==> config.mk <==
export PLATFORM = sky130hd
export DESIGN_NAME = fetch_pointer
export DESIGN_NICKNAME = d
export VERILOG_FILES = /design/src/common/fetch_pkg.sv /design/src/common/mem_pkg.sv /design/src/design/fetch_pointer.sv
export SDC_FILE = /design/constraint.sdc
export NUM_CORES = 1
export LEC_CHECK = 0
export ABC_AREA = 1
export BUFFER_PORTS_ARGS = -buffer_cell sky130_fd_sc_hd__buf_2
export CAP_MARGIN = 20
export CORE_MARGIN = 4
export CORE_UTILIZATION = 56
export CTS_CLUSTER_SIZE = 10
export DETAILED_ROUTE_END_ITERATION = 8
export PLACE_DENSITY_LB_ADDON = 0.25
export RECOVER_POWER = 50
export SYNTH_ARGS = -nofsm -noshare
export SYNTH_HDL_FRONTEND = slang
export SYNTH_SLANG_ARGS = --single-unit
==> constraint.sdc <==
create_clock -name clk -period 2 [get_ports clk]
set_clock_uncertainty 0.15 [all_clocks]
set_input_delay 0.1 -clock clk [delete_from_list [all_inputs] [get_ports clk]]
set_output_delay 0.1 -clock clk [all_outputs]
set_load 0.005 [all_outputs]
==> src/common/fetch_pkg.sv <==
`default_nettype none

package fetch_pkg;

    localparam int LINE_W    = 128;
    localparam int NUM_SLOTS = 4;

    typedef logic [LINE_W-1:0] line_t;

    // slot = line address mod 4
    typedef logic [1:0] slot_t;

    typedef struct packed {
        slot_t      slot;
        logic [3:0] offset;  // byte within the line
    } bip_t;

    // bit 1 allows the even bank, bit 0 the odd bank
    typedef enum logic [1:0] {
        LD_NONE = 2'b00,
        LD_ODD  = 2'b01,
        LD_EVEN = 2'b10,
        LD_BOTH = 2'b11
    } ld_count_e;

    // lookup result of one bank in fetch1
    typedef struct packed {
        logic  hit;
        line_t data;
        slot_t slot;
    } fetch_line_s;

    typedef struct packed {
        line_t [NUM_SLOTS-1:0] line;
        logic  [NUM_SLOTS-1:0] valid;
    } ibuf_view_s;

endpackage

`default_nettype wire
==> src/common/mem_pkg.sv <==
`default_nettype none

package mem_pkg;

    import fetch_pkg::*;

    localparam int LINE_ADDR_W = 28;

    typedef logic [LINE_ADDR_W-1:0] line_addr_t;

    // request level, held until the response strobe
    typedef struct packed {
        logic       valid;
        line_addr_t addr;
    } mem_req_s;

    typedef struct packed {
        logic  valid;  // one cycle strobe
        line_t data;
    } mem_rsp_s;

    typedef enum logic [1:0] {
        ARB_IDLE = 2'b00,
        ARB_EVEN = 2'b01,
        ARB_ODD  = 2'b10
    } arb_state_e;

endpackage

`default_nettype wire

==> src/design/fetch_pointer.sv <==
`timescale 1ns/100ps
`default_nettype none

module fetch_pointer import fetch_pkg::*, mem_pkg::*; (
    input  logic                   clk,
    input  logic                   rst_n_i,
    input  logic                   resteer_i,
    input  logic [LINE_ADDR_W+3:0] resteer_addr_i,
    input  logic                   consume_i,
    input  logic [3:0]             consume_len_i,
    input  logic                   even_loaded_i,
    input  logic                   odd_loaded_i,
    input  logic [NUM_SLOTS-1:0]   slot_valid_i,
    output line_addr_t             fip_e_o,
    output line_addr_t             fip_o_o,
    output bip_t                   bip_o,
    output bip_t                   old_bip_o,
    output logic                   consume_ok_o
);

    line_addr_t fip_e_q;
    line_addr_t fip_o_q;
    line_addr_t rs_line;
    bip_t       bip_q;
    bip_t       old_bip_q;
    logic [5:0] bip_sum;
    logic       consume_ok;

    assign rs_line = resteer_addr_i[LINE_ADDR_W+3:4];

    // bytes are taken only from a slot that holds its line
    assign consume_ok = consume_i && !resteer_i && slot_valid_i[bip_q.slot];
    assign bip_sum    = bip_q + {2'b00, consume_len_i};  // wraps mod 64

    always_ff @(posedge clk) begin
        if (!rst_n_i) begin
            fip_e_q   <= '0;
            fip_o_q   <= line_addr_t'(1);
            bip_q     <= '0;
            old_bip_q <= '0;
        end else if (resteer_i) begin
            if (rs_line[0]) begin
                fip_o_q <= rs_line;
                fip_e_q <= rs_line + line_addr_t'(1);
            end else begin
                fip_e_q <= rs_line;
                fip_o_q <= rs_line + line_addr_t'(1);
            end
            bip_q     <= bip_t'(resteer_addr_i[5:0]);
            old_bip_q <= bip_t'(resteer_addr_i[5:0]);  // no crossing on a jump
        end else begin
            if (even_loaded_i) fip_e_q <= fip_e_q + line_addr_t'(2);
            if (odd_loaded_i) fip_o_q <= fip_o_q + line_addr_t'(2);
            if (consume_ok) begin
                bip_q <= bip_t'(bip_sum);
            end
            // tracks bip with one cycle lag, equal when the bip holds
            old_bip_q <= bip_q;
        end
    end

    assign fip_e_o      = fip_e_q;
    assign fip_o_o      = fip_o_q;
    assign bip_o        = bip_q;
    assign old_bip_o    = old_bip_q;
    assign consume_ok_o = consume_ok;

endmodule

`default_nettype wire

After elaboration in Yosys (flattened, before gate mapping). Cells that the tools add are included. Widths: inputs -> output; s select.

Output and inout bits: 69. Memory bits (read-only): 0. Bits in writable memories: 0. Input bits: 46. Word-level logic and storage cells: 28. Latch bits: 0. Memories: 0. Bits in registers: 68.

Reductions and logical operators: 6. Eq/ne operators: 0. Shift operators: 0. Add/sub/neg operators: 4. Multiplexer cells: 11. Bitwise gates (word level): 0. Multiply operators: 0. Magnitude comparators: 1. Div/mod/pow operators: 0.

Operators by type and width (count): $mux 28 (6); $add 28x2->28 const B (2); $add 28x1->28 const B (1); $mux 6 (3); $add 6x4->6 (1); $reduce_bool 2->1 (3); $lt 2x3->1 const B (1); $bmux 1 s2 (1); $logic_and 1x1->1 (2); $logic_not 1->1 (1); $mux 1 (1).

Logic depth before layout (Yosys ltp).
Depth in word-level cells: 5. Mapped depth: 12. Depth with buffers taken out: 12.

Worst setup path after synthesis. Ideal clock, no wire load.

Path kind: flip-flop to flip-flop. Start: reg fip_e_q[1], in the netlist fip_e_o[1]. End: reg fip_e_q[19], in the netlist fip_e_o[19]. Data required time: 1.741 ns. Slack: 0.307 ns. Library setup time: 0.109 ns. Data arrival time: 1.434 ns. Cell stages (with the launch flop): 11. Clock period less this slack: 1.693 ns. Buffers on the path: 0. Cells stage by stage: dfxtp_1 ha_1 nand3_1 nor2_2 nand2_1 nor2_2 nand3_1 nand3_1 nand3_1 nand2_1 inv_1.

Cells in the longest elaborated chain, start to end: 3.

RTL lines: start: declaration (line fetch_pointer.sv:21) `line_addr_t fip_e_q;`; start signal: assignment (line fetch_pointer.sv:44) `fip_e_q <= rs_line + line_addr_t'(1);`; start signal: assignment (line fetch_pointer.sv:46) `fip_e_q <= rs_line;`; start signal: assignment (line fetch_pointer.sv:52) `if (even_loaded_i) fip_e_q <= fip_e_q + line_addr_t'(2);`; $add 28x2->28 (line fetch_pointer.sv:52); $mux 28 (line fetch_pointer.sv:52); $mux 28 (line fetch_pointer.sv:41) `end else if (resteer_i) begin`.

Every way passes these cells. The select of a mux whose other input is x is not followed. A chain may end at the register's enable or synchronous reset.

Worst setup path after layout.
Start: in resteer_i. End: reg fip_o_q[9], in the netlist fip_o_o[9].

Cells in the longest elaborated chain, start to end: 1. Elaborated cells between the ends (all ways): 2. Those cells by class: mux: 1; reduce/logical: 1.

RTL lines: start: declaration (line fetch_pointer.sv:7) `input logic resteer_i,`; $mux 28 or $reduce_bool 2->1 (tied branches); end signal: assignment (line fetch_pointer.sv:38) `fip_o_q <= line_addr_t'(1);`; end signal: assignment (line fetch_pointer.sv:43) `fip_o_q <= rs_line;`; end signal: assignment (line fetch_pointer.sv:47) `fip_o_q <= rs_line + line_addr_t'(1);`; end: declaration (line fetch_pointer.sv:22) `line_addr_t fip_o_q;`.

Parallel ways exist; a longest one is shown, timed or not.

==> run metrics <==
status finished clean; Area Growth Syn to Fin 22.85%; gpl congestion 0.9850; Slew headroom 45.22%; startpoint of the worst hold path resteer_addr_i[25]; min-delay worst type in2reg; Worst-Margin Slew 0.8217 ns; Max Cap Viol 0; power per cell area 575.0 mW/mm²; DR vias 6893; CTS tree yes; Die Ht 107.2 µm; # DRC 0; Layout Utilization 71.88%; most frequent cells in the layout nand2_1 (313), nor2_1 (121), inv_1 (114); root buf cell clkbuf_8; Critical Path Max Stage Delay 0.68 ns; Fmax achieved 518.0 MHz; Crit Path Class in2reg; Final Hold Viols 0; WHS Endpoint fip_o_o[21]; crit end category register; Total Nets Final 1174; # clock sinks 67; Slew Limit Fails 0; #FFs+latches synth 67; DRT iter0 DRCs 677; commonest non-fill, non-tap cell in the layout nand2_1; slowest CP cell clkbuf_1; synthesized area per cell 5.656 µm²; dpl hpwl 13820 µm; Clock Latency Late Sink 0.37 ns; Place WS 0.1251 ns; first-pass iteration count of the detailed router 6; Critical R2R Launch fip_o_o[1]; die area 0.01149 mm²; vias in the first global route 6205; io pins 115; crit start category input port; routed length per instance 14.71 µm; Initial Utilization 58.51%; Worst Hold Depth 3; Rows 35; crit path time final 1.930 ns; final setup margin 0.06952 ns; largest net degree at the start of global routing 28; arrival time at the worst endpoint 2.04 ns; first-pass GRT wire length 29770 µm; H-tree depth 3; Critical Path, Cell by Cell clkbuf_1 -> clkbuf_1 -> nor2_1 -> nand2_1 -> nand2_1 -> o21ai_0 -> a21oi_1; final period utilization 96.52%; IO Port Bufs 113; Synth warnings 0; die width 107.2 µm; syn nets 1029; number of cells on the worst reg-to-reg path 9; Netlist cell types 35; mapped cell area 0.005509 mm²; CTS buffer count 9; sequential area share after synthesis 24.35%; CTS max path bufs 2; post-route ant nets 0; Mapped Cells 974; WP data required 2.11 ns; Routed WL 18430 µm; final setup vio count 0; clk slew on worst S/H paths 0.08 ns; Worst IR Drop VDD 0.3807 mV; Leakage 0.003120 µW; Global Route Usage Sum 32.06%; CP max FO 17; ant diodes 0; proportion of layout cells with a drive suffix above 1 14.32%; initial antenna violation count 0; grt ovf 0; core footprint 0.009415 mm²; r2r setup slk 0.14 ns; via/cell ratio 5.501; r2r endpoint fip_o_o[27]
## cells by family after synthesis
family / Yosys count / share of synthesized area [%]
simple gates: 576 / 44.45
compound gates: 155 / 15.35
buf+inv: 146 / 10.29
flops: 67 / 24.35
xor+xnor: 20 / 3.316
fa+ha+maj: 9 / 2.180
other cells: 1 / 0.06807
## critical path, delay by kind of cell
kind | cells | cell delay [ns]
buf+inv | 2 | 1.28
simple gates | 3 | 0.50
compound gates | 2 | 0.15
## stage by stage
step	setup TNS [ns]	hold slack, ns	total power, µW	cells	area, µm²
floorplan	0	0.08831	2068	974	5509
global placement	0	0.2334	2414	1213	6312
detailed placement	0	0.2317	2424	1213	6312
CTS	0	0.004916	3884	1250	6773
global route	-0.01379	0.03435	4069	1253	6768
finish	0	0.009336	3891	1253	6768
## registers in the layout, summed over array words and instances (netlist names)
register,cells
fip_o_o,28
fip_e_o,27
bip_o,6
old_bip_o,6
## Yosys cell counts (all sizes together)
library cell	n	area share, %
a21o	1	0.14
clkbuf	13	0.89
clkinv	1	0.068
nand3	90	8.2
a211oi	1	0.14
buf	15	1.4
or2	3	0.34
xnor2	10	1.6
a31oi	8	0.91
xor2	10	1.7
nand2	318	22
a22oi	7	0.95
nand4	11	1.2
conb	1	0.068
o22ai	2	0.23
ha	8	1.8
and2	1	0.11
nor2	140	11
nand3b	10	1.4
dfxtp	67	24
nor3	3	0.27
o21bai	6	0.82
inv	117	8.0
o211ai	8	1.1
a21oi	56	5.1
o21ai	66	6.0
fa	1	0.36
## cell type report
| class | instances | area (µm²) |
|---|---|---|
| Clock buffer | 10 | 137.6 |
| Tap cell | 129 | 161.4 |
| Fill cell | 838 | 2648 |
| Multi-Input combinational cell | 761 | 3616 |
| Sequential cell | 67 | 1343 |
| Clock inverter | 6 | 112.6 |
| Timing Repair Buffer | 162 | 954.7 |
| Inverter | 118 | 442.9 |
## metal layers
layer  part of all wire (%)  vias up  GRT usage [%]
li1                       -     3406              -
met1                     43     3118          43.45
met2                     45      338          51.70
met3                    9.9       31          6.623
met4                    2.0        0          8.584
met5                      0        -              0
## how the worst max path moves through the flow
stage | from | to | slack (ns) | cells past startpoint
5_1_grt | resteer_addr_i[5] | fip_o_o[22] | -0.01 | 14
4_1_cts | fip_o_o[1] | fip_o_o[15] | 0.10 | 10
3_3_place_gp | fip_o_o[1] | fip_o_o[15] | 0.23 | 10
3_5_place_dp | fip_o_o[1] | fip_o_o[15] | 0.13 | 10
2_1_floorplan | fip_e_o[1] | fip_e_o[19] | 0.31 | 10
6_report | resteer_i | fip_o_o[9] | 0.07 | 7
## where the power goes
| group | total [µW] | switching, µW | internal [µW] |
|---|---|---|---|
| Combinational | 877 | 525 | 352 |
| Clock | 1450 | 586 | 864 |
| Sequential | 1560 | 128 | 1440 |
| Total | 3890 | 1240 | 2650 |
## timing repair
item                                   4_1_cts  5_1_grt
setup endpoints to repair                    0       12
setup buffers                                0        3
endpoints found under the hold margin       28        0
hold buffers                                21        0
gates resized for setup                      0        6
(Power assumes the default switching activity.)
