### config.mk
export PLATFORM = sky130hd
export DESIGN_NAME = icache_bank
export DESIGN_NICKNAME = d
export VERILOG_FILES = /design/src/common/fetch_pkg.sv /design/src/common/mem_pkg.sv /design/src/icache/icache_bank.sv
export SDC_FILE = /design/constraint.sdc
export NUM_CORES = 2
export LEC_CHECK = 0
export ABC_CLOCK_PERIOD_IN_PS = 27100
export BUFFER_PORTS_ARGS = -buffer_cell sky130_fd_sc_hd__buf_2
export CORE_ASPECT_RATIO = 1.4
export CORE_MARGIN = 4
export CORE_UTILIZATION = 66
export DETAILED_ROUTE_END_ITERATION = 6
export HOLD_SLACK_MARGIN = 0.15
export PLACE_DENSITY = 0.83
export SYNTH_ARGS = -nofsm -noshare
export SYNTH_HDL_FRONTEND = slang
export SYNTH_SLANG_ARGS = --single-unit
export TNS_END_PERCENT = 100
### constraint.sdc
create_clock -name clk -period 27.1 [get_ports clk]
set_input_delay 2.71 -clock clk [delete_from_list [all_inputs] [get_ports clk]]
set_output_delay 2.71 -clock clk [all_outputs]
set_load 0.03 [all_outputs]
### src/common/fetch_pkg.sv
`default_nettype none

package fetch_pkg;

    localparam int LINE_W    = 128;
    localparam int NUM_SLOTS = 4;

    typedef logic [LINE_W-1:0] line_t;

    // slot = line address mod 4
    typedef logic [1:0] slot_t;

    typedef struct packed {
        slot_t      slot;
        logic [3:0] offset;  // byte within the line
    } bip_t;

    // bit 1 allows the even bank, bit 0 the odd bank
    typedef enum logic [1:0] {
        LD_NONE = 2'b00,
        LD_ODD  = 2'b01,
        LD_EVEN = 2'b10,
        LD_BOTH = 2'b11
    } ld_count_e;

    // lookup result of one bank in fetch1
    typedef struct packed {
        logic  hit;
        line_t data;
        slot_t slot;
    } fetch_line_s;

    typedef struct packed {
        line_t [NUM_SLOTS-1:0] line;
        logic  [NUM_SLOTS-1:0] valid;
    } ibuf_view_s;

endpackage

`default_nettype wire
### src/common/mem_pkg.sv
`default_nettype none

package mem_pkg;

    import fetch_pkg::*;

    localparam int LINE_ADDR_W = 28;

    typedef logic [LINE_ADDR_W-1:0] line_addr_t;

    // request level, held until the response strobe
    typedef struct packed {
        logic       valid;
        line_addr_t addr;
    } mem_req_s;

    typedef struct packed {
        logic  valid;  // one cycle strobe
        line_t data;
    } mem_rsp_s;

    typedef enum logic [1:0] {
        ARB_IDLE = 2'b00,
        ARB_EVEN = 2'b01,
        ARB_ODD  = 2'b10
    } arb_state_e;

endpackage

`default_nettype wire

### src/icache/icache_bank.sv
`timescale 1ns/100ps
`default_nettype none

module icache_bank import fetch_pkg::*, mem_pkg::*; #(
    parameter int BANK_SETS = 16
) (
    input  logic        clk,
    input  logic        rst_n_i,
    input  logic        flush_i,
    input  line_addr_t  lookup_addr_i,
    input  logic        fill_i,
    input  line_t       fill_data_i,
    output fetch_line_s line_o,
    output mem_req_s    req_o
);

    localparam int IDX_W = $clog2(BANK_SETS);
    localparam int TAG_W = LINE_ADDR_W - IDX_W - 1;  // bit 0 is the bank parity

    logic [BANK_SETS-1:0] valid_q;
    logic [TAG_W-1:0]     tag_q [BANK_SETS];
    line_t                data_q [BANK_SETS];

    logic                 req_pend_q;
    line_addr_t           req_addr_q;

    logic [IDX_W-1:0]     lookup_idx;
    logic [TAG_W-1:0]     lookup_tag;
    logic [IDX_W-1:0]     fill_idx;
    logic [TAG_W-1:0]     fill_tag;
    logic                 hit;
    logic                 start_req;

    assign lookup_idx = lookup_addr_i[IDX_W:1];
    assign lookup_tag = lookup_addr_i[LINE_ADDR_W-1:IDX_W+1];
    assign fill_idx   = req_addr_q[IDX_W:1];
    assign fill_tag   = req_addr_q[LINE_ADDR_W-1:IDX_W+1];

    assign hit = valid_q[lookup_idx] && (tag_q[lookup_idx] == lookup_tag);

    assign line_o.hit  = hit;
    assign line_o.data = data_q[lookup_idx];
    assign line_o.slot = lookup_addr_i[1:0];

    // no new miss is taken in the resteer cycle, the address is stale
    assign start_req = !req_pend_q && !hit && !flush_i;

    always_ff @(posedge clk) begin
        if (!rst_n_i) begin
            valid_q    <= '0;
            req_pend_q <= 1'b0;
        end else if (fill_i) begin
            valid_q[fill_idx] <= 1'b1;
            req_pend_q        <= 1'b0;
        end else if (start_req) begin
            req_pend_q <= 1'b1;
        end
    end

    // miss address, held constant while the request is pending
    always_ff @(posedge clk) begin
        if (start_req) begin
            req_addr_q <= lookup_addr_i;
        end
    end

    always_ff @(posedge clk) begin
        if (fill_i) begin
            tag_q[fill_idx]  <= fill_tag;
            data_q[fill_idx] <= fill_data_i;
        end
    end

    assign req_o.valid = req_pend_q;
    assign req_o.addr  = req_addr_q;

    // the arbiter only routes a fill to a bank that asked for one
    a_fill_pending: assert property (@(posedge clk) disable iff (!rst_n_i)
        fill_i |-> req_pend_q);

endmodule

`default_nettype wire

# After elaboration in Yosys (flattened, before gate mapping)
# Memories as Yosys holds them, arrays and structs flattened.
# Cells that the tools add are included.
word_totals:
  register_bits: 45
  ramBits: 2416
  input_bits: 160
  elab_cells: 25
  mem_count: 2
op_classes:
  order_cmp: 3
  n_eq_ne: 1
  mux: 6
  n_bitwise: 2
  n_reduce_logical: 8
memory_table:
  columns: ["name", "words", "word_bits", "read_ports", "rd_ports_with_merged_regs", "wr", "line", "rtl"]
  rows:
  - ["data_q", 16, 128, 1, 0, 1, "icache_bank.sv:22", "line_t data_q [BANK_SETS];"]
  - ["tag_q", 16, 23, 1, 0, 1, "icache_bank.sv:21", "logic [TAG_W-1:0] tag_q [BANK_SETS];"]
ops:
  columns: ["cell", "n"]
  rows:
  - ["equality test 23 bit", 1]
  - ["OR 16 bit", 1]
  - ["< comparator 4 x 5 -> 1 bit, second input constant", 2]
  - ["binary-select mux 1 bit (select 4 bit)", 1]
  - ["demux 1 bit (select 4 bit)", 1]
  - ["greater-or-equal comparator 4 x 1 -> 1 bit, second input constant", 1]
  - ["logical AND 1 bit", 4]
  - ["two-way mux 1 bit", 4]
  - ["zero test 1 bit", 3]
  - ["OR reduction 2 bit", 1]
  - ["inverter 1 bit", 1]

# Logic depth before layout (Yosys ltp)
logic_depth:
  depth_word: 6
  mapped_depth: 12

# Worst setup path after synthesis
# Ideal clock, no wire load.
synth_timing:
  path_kind: "input -> register"
  startpoint: "in fill_i"
  endpoint: "mem data_q[0][0] (netlist bit), enable pin"
  setup_ns: 0.849
  arrival_ns: 13.429
  required_time_ns: 26.251
  path_slack_ns: 12.822
  stages: 2
  n_path_buf: 0
  path_cell_list: "or3b_2 -> nor3_1"
synth_via:
  elab_chain_cells: 2
synth_rtl:
  columns: ["item", "line", "rtl"]
  rows:
  - ["start: declaration", "icache_bank.sv:11", "input logic fill_i,"]
  - ["two-way mux 1 bit", "icache_bank.sv:68", "if (fill_i) begin"]
  - ["two-way mux 1 bit (not written as such)", "icache_bank.sv:70", "data_q[fill_idx] <= fill_data_i;"]
  - ["end: declaration", "icache_bank.sv:22", null]
# No other way between the ends.

==> flow_summary.ini <==
[critical_path]
cp_max_fo = 71
crit_type = input pin to primary output
reg2reg_from = req_addr_q[2]$_DFFE_PP_
cp_cell_sequence = buf_8 -> buf_4 -> buf_4 -> mux4_2 -> mux2i_1 -> xnor2_1 -> nor4_1 -> mux2i_1 -> or4_1 -> nor4_2 -> buf_2
reg2reg_slack_ns = 22.93
cp_data_required_time_ns = 24.39
rr_worst_depth = 4
r2r-end = data_q[4][61]$_DFFE_PP_
cpPeakStageDelay_ns = 0.83
start_kind = input pin
cp_slowest_cell = buf_4
cp-end-kind = primary output
cp.arrival_ns = 7.61

[drt]
vias = 44472
wl_per_cell_um = 37.7
wl_mm = 234
first_pass_iters = 6
drt-vias-per-instance = 7.19
drt_iter0_drc = 6850
drtAntennaViolNets = 0
drc_errors = 0

[die]
coreArea_sq_mm = 0.141
io_pins = 320
die_w_um = 326
die-area_sq_mm = 0.148
start_util_pct = 66.3
die_h_um = 453
fp-row-count = 163

[global_routing]
antenna_found_initial = 47
overflow = 0
grt_pass1_vias = 46612
grt_pass1_wl_mm = 339
grt_usage_pct = 32.5
grt_max_degree = 140

[finish]
fin_util_pct = 74.1
drive_gt1_share_pct = 33.7
nNetsFinal = 4324
synthToLayoutAreaGrowth_pct = 11.7

[outcome]
status = finished, final reports clean

[timing]
finalHoldViolations = 0
period_minus_slack_ns = 10.32
rsz0062_at_grt = no
fin_tns_setup_ns = 0
timing.final.crit_share_pct = 38.1
finalSetupViolCount = 0
maxSlewViolCount = 0
fin_skew_ns = 0.0364
worst_slew_pin_slew_ns = 1.28
clock.fmax_ghz = 0.0969
slew_headroom_pct = 14.8

[placement]
gp_congestion = 0.838
dp.final_hpwl_mm = 109
port_buffers = 319

[logic_synthesis]
syn-num-nets = 3909
synth_cells = 3749
synth_top_area_share_pct = 78.7
syn_area_sq_mm = 0.0933
synth-edff-count = 2444
synth-async-reset-ratio_pct = 0
synth_flop_cell = edfxtp_1
ys_seq_elements = 2461
synth_cell_type_count = 61
synth_most_common_cell = edfxtp_1
yosysTopAreaCell = edfxtp_1
synthTopCellsByArea = edfxtp_1 79%, mux4_2 17%, mux2i_1 0.54%
ys_seq_area_share_pct = 79.0
synth_area_per_cell_sq_um = 24.9
yosys-top-cells-count = 2444 x edfxtp_1, 718 x mux4_2, 78 x clkbuf_1, 65 x buf_2, 63 x nand2_1
yosysWarnings = 0

[cts]
cts_hold_buf = 0
cts_buffers = 211
h-tree-depth = 4
clock-sinks = 2461
cts_buffer_depth = 3
root_buffer = clkbuf_16
cts_tree = yes
post_cts_resize_count = 0
clkLatencyLatePin_ns = 0.85
cts_setup_buffers = 0
clk_pin_slew_worst_paths_ns = 0.06

[pwr]
p_per_area_mw_per_mm2 = 75.1
ir_worst_vdd_mv = 0.0689
power.leakage_nw = 33.0

[min_path]
hp-class = flip-flop to flip-flop
min_to = valid_q[14]$_SDFFE_PN0P_
min-delay-start = valid_q[14]$_SDFFE_PN0P_
hold-path-cell-count = 2

[flow_run]
max-cap-violations = 0
where the power goes:
| part | switching (mW) | internal (mW) | leakage, nW | total, mW |
|---|---|---|---|---|
| logic | 0.285 | 0.164 | 7.31 | 0.449 |
| clock network | 1.37 | 1.74 | 3.45 | 3.11 |
| registers | 0.0244 | 4.24 | 22.2 | 4.26 |
through the flow:
step                total power, mW  std cells  setup slack, ns  instance area [sq um]  hold slack, ns
global route                   8.05       6174            16.36                 104000           0.508
floorplan                      4.62       3749            12.82                  93300           0.435
CTS                            7.85       6159            16.65                 104000           0.485
finish                         7.82       6189            16.78                 104000           0.500
detailed placement             4.78       5766            16.69                  97100           0.460
global placement               4.77       5766            16.64                  97100           0.445
worst max-delay path: cells and delay by family:
kind	cells	cell delay, ns
xor+xnor	1	0.10
buf+inv	4	2.45
mux	3	1.00
simple gates	3	1.16
how the worst max path moves through the flow:
stage,start,to,slack (ns)
floorplan,fill_i,data_q[0][0]$_DFFE_PP_,12.82
global placement,lookup_addr_i[1],line_o[130],16.64
detailed placement,lookup_addr_i[1],line_o[130],16.69
CTS,lookup_addr_i[1],line_o[130],16.65
global route,lookup_addr_i[1],line_o[130],16.36
finish,lookup_addr_i[1],line_o[130],16.78
layout make-up:
class | instances | area (sq um)
flip-flops and latches | 2461 | 73700
fillers | 7071 | 36500
multi-input cells | 1085 | 18700
clock buffers | 251 | 5570
repair buffers | 393 | 2310
well taps | 1815 | 2270
clock inverters | 142 | 1510
diodes | 30 | 75.1
inverters | 12 | 52.6
cells in the final DEF (no fill, tap or decap), types with 4 or more instances in the layout:
cell,Yosys,routed
inv_6,0,4
mux2i_1,50,50
buf_12,2,10
and2_1,9,9
nand2b_1,4,4
inv_1,9,8
nand2_1,63,63
nor2_4,0,12
clkinv_2,0,44
xnor2_1,19,19
buf_2,65,315
a211oi_1,10,9
clkbuf_1,78,33
bufinv_16,0,28
a2111oi_0,5,5
edfxtp_1,2444,2444
clkinv_1,2,41
nor3_2,0,4
o22ai_1,4,4
clkbuf_16,0,217
xor2_1,5,5
and3_1,21,21
nor3_1,10,6
buf_4,17,65
dfxtp_1,17,17
clkinvlp_4,0,12
diode_2,0,30
a21oi_1,24,24
a31oi_1,8,8
o21ai_0,5,5
clkinv_8,0,4
nor2b_1,6,6
mux2_2,6,6
nand3_1,8,8
nor4_1,4,4
clkinv_4,0,8
nor2_1,56,44
mux4_2,718,718
routing by layer:
layer | up-vias | wire length, um | global-route usage (%)
li1 | 17089 | - | -
met1 | 23404 | 77600 | 43.5
met2 | 3417 | 122000 | 54.7
met3 | 538 | 25100 | 6.80
met4 | 24 | 8390 | 10.9
met5 | - | 161 | 0
cell families after synthesis:
logic type      synth area share, %
flops                          79.0
mux                            18.0
buf+inv                        1.05
simple gates                   1.02
compound gates                0.640
xor+xnor                      0.225
flip-flops by register name, indices dropped and copies added (netlist names):
| signal | cells |
|---|---|
| data_q | 2048 |
| tag_q | 368 |
| req_pend_q | 1 |
| valid_q | 16 |
| req_addr_q | 28 |
Power figures use the tool's default switching activity.
