$ cat src/common/fetch_pkg.sv
`default_nettype none

package fetch_pkg;

    localparam int LINE_W    = 128;
    localparam int NUM_SLOTS = 4;

    typedef logic [LINE_W-1:0] line_t;

    // slot = line address mod 4
    typedef logic [1:0] slot_t;

    typedef struct packed {
        slot_t      slot;
        logic [3:0] offset;  // byte within the line
    } bip_t;

    // bit 1 allows the even bank, bit 0 the odd bank
    typedef enum logic [1:0] {
        LD_NONE = 2'b00,
        LD_ODD  = 2'b01,
        LD_EVEN = 2'b10,
        LD_BOTH = 2'b11
    } ld_count_e;

    // lookup result of one bank in fetch1
    typedef struct packed {
        logic  hit;
        line_t data;
        slot_t slot;
    } fetch_line_s;

    typedef struct packed {
        line_t [NUM_SLOTS-1:0] line;
        logic  [NUM_SLOTS-1:0] valid;
    } ibuf_view_s;

endpackage

`default_nettype wire
$ cat src/common/mem_pkg.sv
`default_nettype none

package mem_pkg;

    import fetch_pkg::*;

    localparam int LINE_ADDR_W = 28;

    typedef logic [LINE_ADDR_W-1:0] line_addr_t;

    // request level, held until the response strobe
    typedef struct packed {
        logic       valid;
        line_addr_t addr;
    } mem_req_s;

    typedef struct packed {
        logic  valid;  // one cycle strobe
        line_t data;
    } mem_rsp_s;

    typedef enum logic [1:0] {
        ARB_IDLE = 2'b00,
        ARB_EVEN = 2'b01,
        ARB_ODD  = 2'b10
    } arb_state_e;

endpackage

`default_nettype wire

$ cat src/design/refill_arbiter.sv
`timescale 1ns/100ps
`default_nettype none

module refill_arbiter import fetch_pkg::*, mem_pkg::*; (
    input  logic     clk,
    input  logic     rst_n_i,
    input  mem_req_s req_even_i,
    input  mem_req_s req_odd_i,
    input  mem_rsp_s mem_rsp_i,
    output mem_req_s mem_req_o,
    output logic     fill_even_o,
    output logic     fill_odd_o,
    output line_t    fill_data_o
);

    arb_state_e state_q;
    arb_state_e state_d;
    logic       last_odd_q;  // odd bank was served last

    always_comb begin
        state_d = state_q;
        case (state_q)
            ARB_IDLE: begin
                if (req_even_i.valid && req_odd_i.valid) begin
                    state_d = last_odd_q ? ARB_EVEN : ARB_ODD;
                end else if (req_even_i.valid) begin
                    state_d = ARB_EVEN;
                end else if (req_odd_i.valid) begin
                    state_d = ARB_ODD;
                end
            end
            ARB_EVEN, ARB_ODD: begin
                if (mem_rsp_i.valid) state_d = ARB_IDLE;
            end
            default: state_d = ARB_IDLE;
        endcase
    end

    always_ff @(posedge clk) begin
        if (!rst_n_i) begin
            state_q    <= ARB_IDLE;
            last_odd_q <= 1'b1;  // even goes first
        end else begin
            state_q <= state_d;
            if (mem_rsp_i.valid && state_q != ARB_IDLE) begin
                last_odd_q <= (state_q == ARB_ODD);
            end
        end
    end

    always_comb begin
        case (state_q)
            ARB_EVEN: mem_req_o = req_even_i;
            ARB_ODD:  mem_req_o = req_odd_i;
            default:  mem_req_o = '0;
        endcase
    end

    assign fill_even_o = (state_q == ARB_EVEN) && mem_rsp_i.valid;
    assign fill_odd_o  = (state_q == ARB_ODD) && mem_rsp_i.valid;
    assign fill_data_o = mem_rsp_i.data;

    // memory answers only a request that was forwarded
    a_rsp_granted: assert property (@(posedge clk) disable iff (!rst_n_i)
        mem_rsp_i.valid |-> (state_q != ARB_IDLE));

endmodule

`default_nettype wire

$ cat config.mk
export PLATFORM = sky130hd
export DESIGN_NAME = refill_arbiter
export DESIGN_NICKNAME = d
export VERILOG_FILES = /design/src/common/fetch_pkg.sv /design/src/common/mem_pkg.sv /design/src/design/refill_arbiter.sv
export SDC_FILE = /design/constraint.sdc
export NUM_CORES = 1
export LEC_CHECK = 0
export ABC_AREA = 1
export BUFFER_PORTS_ARGS = -buffer_cell sky130_fd_sc_hd__buf_2
export CAP_MARGIN = 20
export CORE_AREA = 5 5 133 135
export DETAILED_ROUTE_END_ITERATION = 16
export DIE_AREA = 0 0 138 140
export PLACE_DENSITY = 0.39
export SYNTH_ARGS = -nofsm -noshare
export SYNTH_HDL_FRONTEND = slang
export SYNTH_SLANG_ARGS = --single-unit
export TNS_END_PERCENT = 20
$ cat constraint.sdc
create_clock -name clk -period 2 [get_ports clk]
set_input_delay 0.4 -clock clk [delete_from_list [all_inputs] [get_ports clk]]
set_output_delay 0.4 -clock clk [all_outputs]
set_load 0.05 [all_outputs]
* After elaboration in Yosys (flattened, before gate mapping)
Cells that the tools add are included.
** Cells by class
- Add/sub/neg operators :: 0
- $mul :: 0
- Div/mod/pow operators :: 0
- Order comparisons :: 0
- Eq/ne operators :: 4
- Shift operators :: 0
- Muxes and demuxes :: 7
- Bitwise operators :: 0
- Reductions and logical operators :: 8
** Operator list (number)
- case mux 29 bit (2 select lines) :: 1
- 2-to-1 mux 2 bit :: 5
- logical AND 1 bit :: 4
- inequality test 4 bit (second input constant) :: 1
- case mux 2 bit (2 select lines) :: 1
- equality test 2 x 1 -> 1 bit (second input constant) :: 1
- equality test 2 bit (second input constant) :: 1
- zero test 2 bit :: 1
- inequality test 2 bit (second input constant) :: 1
- AND reduction 2 bit :: 1
- nonzero test 2 bit :: 1
- OR reduction 2 bit :: 1
** Word-level totals
- Flip-flop bits (word level) :: 3
- Bits in latches :: 0
- Memory bits (writable) :: 0
- Memory bits (read-only) :: 0
- Input port bits :: 189
- Output and inout bits :: 159
- Word-level logic and storage cells :: 21
- Memories kept :: 0

* Depth between registers and ports, before layout
Gate-level depths: netlist of run 1.
- Depth in word-level cells :: 4
- Mapped depth :: 7
- Depth with buffers taken out :: 7

* Worst setup path before layout of run 1
OpenSTA, ideal clock, no wires.
- Path kind :: register to output
- Start :: reg state_q[1]
- End :: out mem_req_o[10] (netlist bit)
- Data arrival time :: 1.742 ns
- Required time :: 1.600 ns
- Slack :: -0.142 ns
- Stages on the path, launching flop included :: 7
- Buffers on the path :: 2
- Cell sequence :: dfxtp_1 -> inv_1 -> ha_1 -> inv_2 -> buf_6 -> buf_6 -> a21oi_1
** RTL lines
- from (decl) :: line refill_arbiter.sv:16 : arb_state_e state_q;
- from (signal assigned) :: line refill_arbiter.sv:44 : state_q <= state_d;
- to (decl) :: line refill_arbiter.sv:10 : output mem_req_s mem_req_o,

==> metrics.yaml, run 1 <==
total_power_mw: 2.27
final_hold_viol_count: 0
min_path_type: "in -> reg"
first_global_vias: 1432
critPathLaunchType: "flip-flop"
n_fill_cell: 1967
worst-r2r-setup-slack_ns: 0.76
timing.final.crit_share_pct: 97.5
hpwl_um: 5450
rsz0062_at_grt: "yes"
track_usage_pct: 6.29
num_vias: 1334
h-tree-depth: 1
firstDrtPassIters: 4
clock.fmax_mhz: 513
cts_sinks: 3
drtAntennaViolNets: 0
slowest_delay_ns: 0.33
place_area_sq_mm: 0.00146
boundaryPins: 348
finClkSkew_ns: 0.00184
min_from: "rst_n_i"
wl_per_cell_um: 14.6
ys_seq_area_share_pct: 3.71
tritoncts: "done"
vias_per_cell: 2.97
portBuffers: 91
synth_edf_count: 0
design_area_sq_mm: 0.00177
num_rows: 47
crit_type: "reg -> out"
cp-startpoint: "state_q[0]"
cts-root-buf: "clkbuf_16"
post-route-util_pct: 10.8
synthTopCellsByCount: "buf_4, nand2_1, a21oi_1"
core_area_sq_mm: 0.0163
clock_path_buffers: 2
p_leak_nw: 0.755
period_needed_ns: 1.95
synth_top_area_share_pct: 59.9
synth_most_common_cell: "buf_4"
p_per_area_mw_per_mm2: 1280
status: "complete, no violations"
path_buf_inv: 5
area_growth_pct: 9.44
fp.dieArea_sq_mm: 0.0193
synthArstFlopShare_pct: 0
hold_ws_ns: 0.396
crit_fanout: 8
cp_common_cell: "buf_4"
routed_wirelength_um: 6580
yosysWarnings: 0
cp.depth: 8
relSlewSlack_pct: 82.8
rr_worst_depth: 7
cpMaxStageDelayCell: "dfxtp_2"
synthDistinctLibCells: 13
cts_hold_buffers: 0
remaining_drc_errors: 0
grt_pass1_wl_um: 9140
clkLatencyLatePin_ns: 0.22
crit_chain: "inv_2 -> buf_4 -> ha_4 -> buf_6 -> nand2_2 -> a21oi_2 -> buf_4 -> buf_12"
die_w_um: 138
setup_viol: 0
grt-ovfl-total: 0
place_ws_ns: -0.0821
netlist_top_cells_area: "buf_4, nand2_1, a21oi_1"
regToRegEndpoint: "state_q[0]"
ys_ff_latch: 3
fin_ws_ns: 0.0504
critical_path_required_ns: 1.60
yosys_most_used_dff: "dfxtp_1"
die_height_um: 140
syn_area_per_cell_sq_um: 6.22
cpLargestDelayFamily: "buffers and inverters"
cts_made_buffers: 3
r2r-start: "state_q[1]"
num-nets-final: 423
worstMarginPinSlew_ns: 0.260
ir_drop_uv: 461
worstSetupEndpointType: "primary output"
synthesis.area_sq_mm: 0.00162
first_iter_violations: 18
grt_max_degree: 30
critPathArrivalTime_ns: 1.55
drive_gt1_share_pct: 55.5
yosys.area.top_type: "buf_4"
crit_path_end: "mem_req_o[4]"
place.gp.congestion: 0.733
insertedDiodeCount: 0
slew_viol_final: 0
antenna_found_initial: 0
syn_inst: 260
clk_pin_slew_ns: 0.03
syn-num-nets: 453
cap_violations: 0
initial_utilization_pct: 9.90
[worst min path at each step]
| stage | endpoint | cells after the start | slack, ns |
|---|---|---|---|
| floorplan | last_odd_q | 2 | 0.45 |
| global placement | last_odd_q | 2 | 0.49 |
| detailed placement | last_odd_q | 2 | 0.49 |
| CTS | last_odd_q | 2 | 0.40 |
| global route | last_odd_q | 2 | 0.43 |
| finish | last_odd_q | 2 | 0.40 |
[what timing repair did]
item / in CTS / in global routing
setup buffers: 3 / 0
gates resized for setup: 36 / 28
endpoints found under the hold margin: 0 / 0
pin swaps: 1 / 2
setup endpoints to repair: 29 / 28
gates cloned: 1 / 0
[kinds of logic (layout without fill, tap and decap cells)]
| family | Yosys count | count (layout) | synth area share (%) |
|---|---|---|---|
| buffers and inverters | 145 | 114 | 65.4 |
| and+or+nand+nor | 77 | 77 | 18.0 |
| AOI/OAI and AO/OA | 31 | 31 | 9.82 |
| DFF | 3 | 3 | 3.71 |
| adders and majority gates | 4 | 4 | 3.09 |
[layout by cell type (no fill, tap or decap), types with 3 or more instances in the layout]
cell type and n:
a21oi_2 9, ha_4 3, buf_2 63, nand2_1 63, buf_12 8, buf_6 3
inv_1 5, a21oi_1 21, nor2_1 6, clkbuf_16 3, nand2_2 6, clkbuf_4 8
buf_4 18
[routing by layer]
metal	routed length, um	global-route usage (%)
met3	682	2.52
met2	3240	10.5
met4	539	6.14
met5	0	0
met1	2110	5.78
[registers in the layout (all words and copies together), names as in the netlist]
| register | count |
|---|---|
| last_odd_q | 1 |
| state_q | 2 |
[report_power, final]
group	total, mW	internal, mW	leakage (nW)	switching [mW]
sequential	0.105	0.0829	0.0252	0.0216
combinational	1.85	0.639	0.692	1.21
clock	0.318	0.263	0.0382	0.0545
total	2.27	0.985	0.755	1.29
[cell type report]
class,count,area (sq um),area share (%)
Tap cell,220,275,15.5
Timing Repair Buffer,102,734,41.5
Inverter,8,37.5,2.12
Sequential cell,3,61.3,3.46
Multi-Input combinational cell,112,583,32.9
Clock buffer,4,78.8,4.45
[per-stage QoR]
stage	setup TNS, ns	std cells
floorplan	-1.96	260
global placement	-0.0650	441
detailed placement	-0.204	441
CTS	0	449
global route	-0.190	449
finish	0	449
(Power assumes the default switching activity.)
==> inputs of run 2 (changes only) <==
--- a/config.mk
+++ b/config.mk
@@ -8,10 +8,10 @@
 export ABC_AREA = 1
 export BUFFER_PORTS_ARGS = -buffer_cell sky130_fd_sc_hd__buf_2
 export CAP_MARGIN = 20
-export CORE_AREA = 5 5 133 135
+export CORE_AREA = 2 2 134 136
 export DETAILED_ROUTE_END_ITERATION = 16
-export DIE_AREA = 0 0 138 140
-export PLACE_DENSITY = 0.39
+export DIE_AREA = 0 0 136 138
+export PLACE_DENSITY = 0.38
 export SYNTH_ARGS = -nofsm -noshare
 export SYNTH_HDL_FRONTEND = slang
 export SYNTH_SLANG_ARGS = --single-unit
==> run 2 against run 1 <==
  * The flow now finishes with violations (negative setup slack)
  * Setup slack got worse by 0.067 ns
  * Clock skew barely moved
  * Register-to-register slack got worse by 0.06 ns
  * Combinational power rose by 8%
  * Sequential share of layout area fell by 0.19 points
  * Global-route usage rose by 1.3 points
  * Critical endpoint is now mem_req_o[0]
  * Largest cell class unchanged
  * Largest power group unchanged
==> metrics.yaml, run 2 (synthesis results as in run 1) <==
cts_sinks: 3  # unchanged
crit_fanout: 14  # +6
p_leak_nw: 0.796  # +5.4%
crit_chain: "inv_2 -> buf_4 -> ha_4 -> bufbuf_16 -> nand2_1 -> a21oi_1 -> buf_4"
crit_type: "reg -> out"
num_vias: 1362  # +2.1%
reg_top3: "state_q (2), last_odd_q (1)"
fin_ws_ns: -0.0168  # -0.0673 ns
cts-root-buf: "clkbuf_16"
boundaryPins: 348  # unchanged
fin_setup_tns_ns: -0.0922  # -0.0922 ns
rsz0062_at_grt: "yes"
firstDrtPassIters: 4  # unchanged
first_global_vias: 1411  # -1.5%
cpMaxStageDelayCell: "dfxtp_2"
h-tree-depth: 1  # unchanged
wl_per_cell_um: 16.6  # +13%
regToRegEndpoint: "last_odd_q"
grt-ovfl-total: 0  # unchanged
setup_viol: 13  # +13
die_w_um: 136  # -1.4%
initial_utilization_pct: 9.23  # -0.67 points
p_per_area_mw_per_mm2: 1290  # +0.73%
ir_drop_uv: 1150  # +150%
place_area_sq_mm: 0.00152  # +3.7%
worstMarginPinSlew_ns: 0.252  # -0.00759 ns
finClkSkew_ns: 0.00140  # -0.000437 ns
num_rows: 49  # +4.3%
cp_common_cell: "buf_4"
track_usage_pct: 7.62  # +1.3 points
post-route-util_pct: 10.7  # -0.15 points
cap_violations: 0  # unchanged
drive_gt1_share_pct: 56.1  # +0.63 points
vias_per_cell: 2.97  # -0.13%
clock_path_buffers: 2  # unchanged
area_growth_pct: 15.8
top_register: "state_q"
fp.dieArea_sq_mm: 0.0188  # -2.9%
tritoncts: "done"
most-common-layout-cells: "nand2_1, buf_2, buf_4"
cp-startpoint: "state_q[0]"
die_height_um: 138  # -1.4%
rr_worst_depth: 6  # -1
grt_max_degree: 30  # unchanged
timing.final.crit_share_pct: 101  # +3.4 points
portBuffers: 91  # unchanged
worstSetupEndpointType: "primary output"
insertedDiodeCount: 0  # unchanged
drtAntennaViolNets: 0  # unchanged
core_area_sq_mm: 0.0175  # +7.3%
critPathArrivalTime_ns: 1.62  # +0.07 ns
clkLatencyLatePin_ns: 0.23  # about the same
slew_viol_final: 0  # unchanged
first_iter_violations: 33  # +15
status: "finished with violations"
final_common_cell: "nand2_1"
remaining_drc_errors: 0  # unchanged
clk_pin_slew_ns: 0.03  # about the same
largest_register_ffs: 2  # unchanged
design_area_sq_mm: 0.00187  # +5.8%
critPathLaunchType: "flip-flop"
num-nets-final: 424  # +0.24%
worst-r2r-setup-slack_ns: 0.70  # -0.06 ns
place.gp.congestion: 0.646  # -12%
slowest_delay_ns: 0.33  # about the same
r2r-start: "state_q[0]"
total_power_mw: 2.42  # +6.6%
relSlewSlack_pct: 83.2  # +0.39 points
grt_pass1_wl_um: 10200  # +12%
antenna_found_initial: 0  # unchanged
cts_made_buffers: 3  # unchanged
critical_path_required_ns: 1.60  # about the same
routed_wirelength_um: 7610  # +16%
final_hold_viol_count: 0  # unchanged
hpwl_um: 6090  # +12%
min_path_type: "in -> reg"
crit_path_end: "mem_req_o[0]"
clock.fmax_mhz: 496  # -3.3%
period_needed_ns: 2.02  # +0.0673 ns
violations: "negative setup slack"
run 2: changes by cell type in the layout (fill, tap and decap cells not counted), sizes merged:
cell	before	now
bufbuf	0	2
buf	94	101
clkbuf	12	4
run 2: cell type report:
| cell class | count | area [sq um] |
|---|---|---|
| clock buffer | 4 | 78.8 |
| timing repair buffer | 103 | 808 |
| multi-input combinational | 112 | 601 |
| sequential | 3 | 61.3 |
| inverter | 8 | 37.5 |
| tap | 229 | 287 |
| fill | 2080 | 15700 |
run 2: worst min-delay path by stage:
stage,startpoint,endpoint,cells past startpoint
2_1_floorplan,last_odd_q,last_odd_q,2
5_1_grt,rst_n_i,last_odd_q,2
6_report,rst_n_i,last_odd_q,2
3_3_place_gp,last_odd_q,last_odd_q,2
4_1_cts,rst_n_i,last_odd_q,2
3_5_place_dp,last_odd_q,last_odd_q,2
run 2: stage by stage:
step / cells / worst slack (ns) / hold WS, ns
global route: 459 / -0.0980 / 0.412
floorplan: 260 / -0.142 / 0.449
detailed placement: 452 / -0.0485 / 0.477
CTS: 458 / -0.0482 / 0.397
global placement: 452 / -0.0657 / 0.483
finish: 459 / -0.0168 / 0.401
run 2: per-layer routing:
metal,vias up,global-route usage (%),wire (um)
li1,616,-,-
met1,588,6.47,2140
met2,98,14.0,4010
met3,60,3.30,939
met4,0,5.21,517
met5,-,0,0
run 2: report_power, final:
group	leakage, nW	internal [mW]	total (mW)	switching, mW
logic	0.733	0.746	2.00	1.25
registers	0.0252	0.0829	0.104	0.0210
clock network	0.0382	0.263	0.321	0.0578
run 2: repair_timing:
| item | 4_1_cts | 5_1_grt |
|---|---|---|
| endpoints found under the setup margin | 29 | 29 |
| pin swaps | 0 | 1 |
| endpoints found under the hold margin | 0 | 0 |
| hold buffers | 0 | 0 |
| buffers inserted | 0 | 1 |
| resized for setup | 39 | 22 |
| cloned | 2 | 0 |
run 2: critical path, delay by kind of cell, from the launching register on:
| kind | cells | cell delay (ns) |
|---|---|---|
| AO/OA/AOI/OAI | 1 | 0.12 |
| flip-flops | 1 | 0.33 |
| buffers and inverters | 4 | 0.71 |
| AND/OR/NAND/NOR | 1 | 0.06 |
| adder cells (fa/ha/maj) | 1 | 0.16 |
==> inputs of run 3 (changes only) <==
--- a/config.mk
+++ b/config.mk
@@ -6,7 +6,7 @@
 export NUM_CORES = 1
 export LEC_CHECK = 0
 export ABC_AREA = 1
-export BUFFER_PORTS_ARGS = -buffer_cell sky130_fd_sc_hd__buf_2
+export BUFFER_PORTS_ARGS = -buffer_cell sky130_fd_sc_hd__buf_4
 export CAP_MARGIN = 20
 export CORE_AREA = 2 2 134 136
 export DETAILED_ROUTE_END_ITERATION = 16
==> constraint.sdc (replaced) <==
create_clock -name clk -period 2.4 [get_ports clk]
set_input_delay 0.48 -clock clk [delete_from_list [all_inputs] [get_ports clk]]
set_output_delay 0.48 -clock clk [all_outputs]
set_load 0.05 [all_outputs]
==> run 3 against run 2 <==
  * The run now ends clean
  * Setup slack better by 0.22 ns
  * Core utilization down 1.1 points
  * Clock skew down 0.00064 ns
  * Via count down 2.1%
  * Non-clock buffer count down 9
  * First-iteration DRC count up 130%
  * Cell area down 10%
  * Wire length down 4.9%
  * Largest power group unchanged
  * Critical path type unchanged
  * Combinational power down 37%
  * Global-route usage down 0.52 points
==> metrics.yaml, run 3 (synthesis results as in run 1) <==
cts_made_buffers: 3  # unchanged
remaining_drc_errors: 0  # unchanged
drive_gt1_share_pct: 44.8  # -11 points
ir_drop_uv: 502  # -56%
place_area_sq_mm: 0.00160  # +5.1%
worstSetupEndpointType: "primary output"
largest_register_ffs: 2  # unchanged
final_common_cell: "buf_4"
routed_wirelength_um: 7240  # -4.9%
min_path_type: "in -> reg"
first_iter_violations: 76  # +130%
grt-ovfl-total: 0  # unchanged
clk_pin_slew_ns: 0.03  # about the same
status: "complete, no violations"
cts_setup_buffers: 0  # unchanged
drtAntennaViolNets: 0  # unchanged
cts-root-buf: "clkbuf_16"
clock.fmax_mhz: 455
hold_depth: 2  # unchanged
core_area_sq_mm: 0.0175  # unchanged
period_needed_ns: 2.20
cap_violations: 0  # unchanged
worstMarginPinSlew_ns: 0.354  # +0.102 ns
die_w_um: 136  # unchanged
hpwl_um: 6150  # +1.0%
critPathLaunchType: "flip-flop"
timing.final.crit_share_pct: 91.5
portBuffers: 91  # unchanged
tritoncts: "done"
antenna_found_initial: 0  # unchanged
p_leak_nw: 0.736  # -7.5%
place_ws_ns: 0.202  # +0.251 ns
critPathArrivalTime_ns: 1.72  # +0.10 ns
hold_ws_ns: 0.479  # +0.0780 ns
setup_viol: 0  # -13
rr_worst_depth: 7  # +1
fp.dieArea_sq_mm: 0.0188  # unchanged
insertedDiodeCount: 0  # unchanged
critical_path_required_ns: 1.92  # +0.32 ns
grt_pass1_wl_um: 9730  # -5.0%
finalNonFillerCells: 450  # -2.0%
fin_setup_tns_ns: 0  # +0.0922 ns
cts_hold_buffers: 0  # unchanged
die_height_um: 138  # unchanged
design_area_sq_mm: 0.00168  # -10%
crit_chain: "inv_1 -> ha_1 -> inv_4 -> a21oi_1 -> buf_4"
cpMaxStageDelayCell: "dfxtp_1"
h-tree-depth: 1  # unchanged
placedCellCount: 446  # -1.3%
num_vias: 1333  # -2.1%
firstDrtPassIters: 4  # unchanged
fin_ws_ns: 0.204  # +0.220 ns
boundaryPins: 348  # unchanged
place.gp.congestion: 0.731  # +13%
crit_fanout: 29  # +15
slew_viol_final: 0  # unchanged
final_hold_viol_count: 0  # unchanged
wl_per_cell_um: 16.1  # -3.0%
finClkSkew_ns: 0.000755  # -0.000645 ns
vias_per_cell: 2.96  # -0.17%
num-nets-final: 415  # -2.1%
grt_max_degree: 30  # unchanged
crit_type: "reg -> out"
rsz0062_at_grt: "no"
p_per_area_mw_per_mm2: 962  # -26%
cts_sinks: 3  # unchanged
track_usage_pct: 7.10  # -0.52 points
area_growth_pct: 3.64
slowest_delay_ns: 0.35  # +0.02 ns
num_rows: 49  # unchanged
most-common-layout-cells: "buf_4, nand2_1, a21oi_1"
reg_top3: "state_q (2), last_odd_q (1)"
initial_utilization_pct: 9.23  # unchanged
first_global_vias: 1386  # -1.8%
clkLatencyLatePin_ns: 0.22  # about the same
relSlewSlack_pct: 76.4  # -6.8 points
top_register: "state_q"
clock_path_buffers: 2  # unchanged
## run 3: metal layers
metal | share of wire (%) | global-route usage, %
met1 | 27 | 6.01
met2 | 52 | 12.6
met3 | 13 | 3.37
met4 | 7.4 | 5.32
met5 | 0 | 0
## run 3: where the power goes
part	leakage, nW	internal (mW)	total (mW)	switching [mW]
sequential	0.0249	0.0676	0.0780	0.0104
clock	0.0382	0.219	0.265	0.0458
combinational	0.673	0.364	1.27	0.906
## run 3: timing repair
action / CTS / global route
endpoints found under the setup margin: 1 / 0
endpoints found under the hold margin: 0 / 0
gates resized for setup: 1 / 0
## run 3: worst paths after layout
check                           slack, ns        from             to
worst min-delay path                 0.48     rst_n_i     last_odd_q
worst max register to register       1.17  state_q[1]     state_q[1]
worst max-delay path                 0.20  state_q[1]  mem_req_o[10]
worst min register to register       0.49  last_odd_q     last_odd_q
## run 3: per-stage QoR
| step | utilization (%) | total power, mW |
|---|---|---|
| floorplan | - | 1.54 |
| global placement | 9.10 | 1.39 |
| detailed placement | 9.10 | 1.38 |
| CTS | 9.56 | 1.66 |
| global route | 9.56 | 1.75 |
| finish | 9.56 | 1.61 |
## run 3: critical path: cells and delay by family (launching register included)
| family | cells | cell delay [ns] |
|---|---|---|
| AOI/OAI and AO/OA | 1 | 0.29 |
| DFF | 1 | 0.35 |
| buffers and inverters | 3 | 0.50 |
| adders and majority gates | 1 | 0.34 |
## run 3: layout make-up
cell class / count / area (sq um)
Multi-Input combinational cell: 112 / 500
Timing Repair Buffer: 94 / 718
Fill cell: 2111 / 15900
Tap cell: 229 / 287
Sequential cell: 3 / 60.1
Clock buffer: 4 / 78.8
Inverter: 8 / 32.5
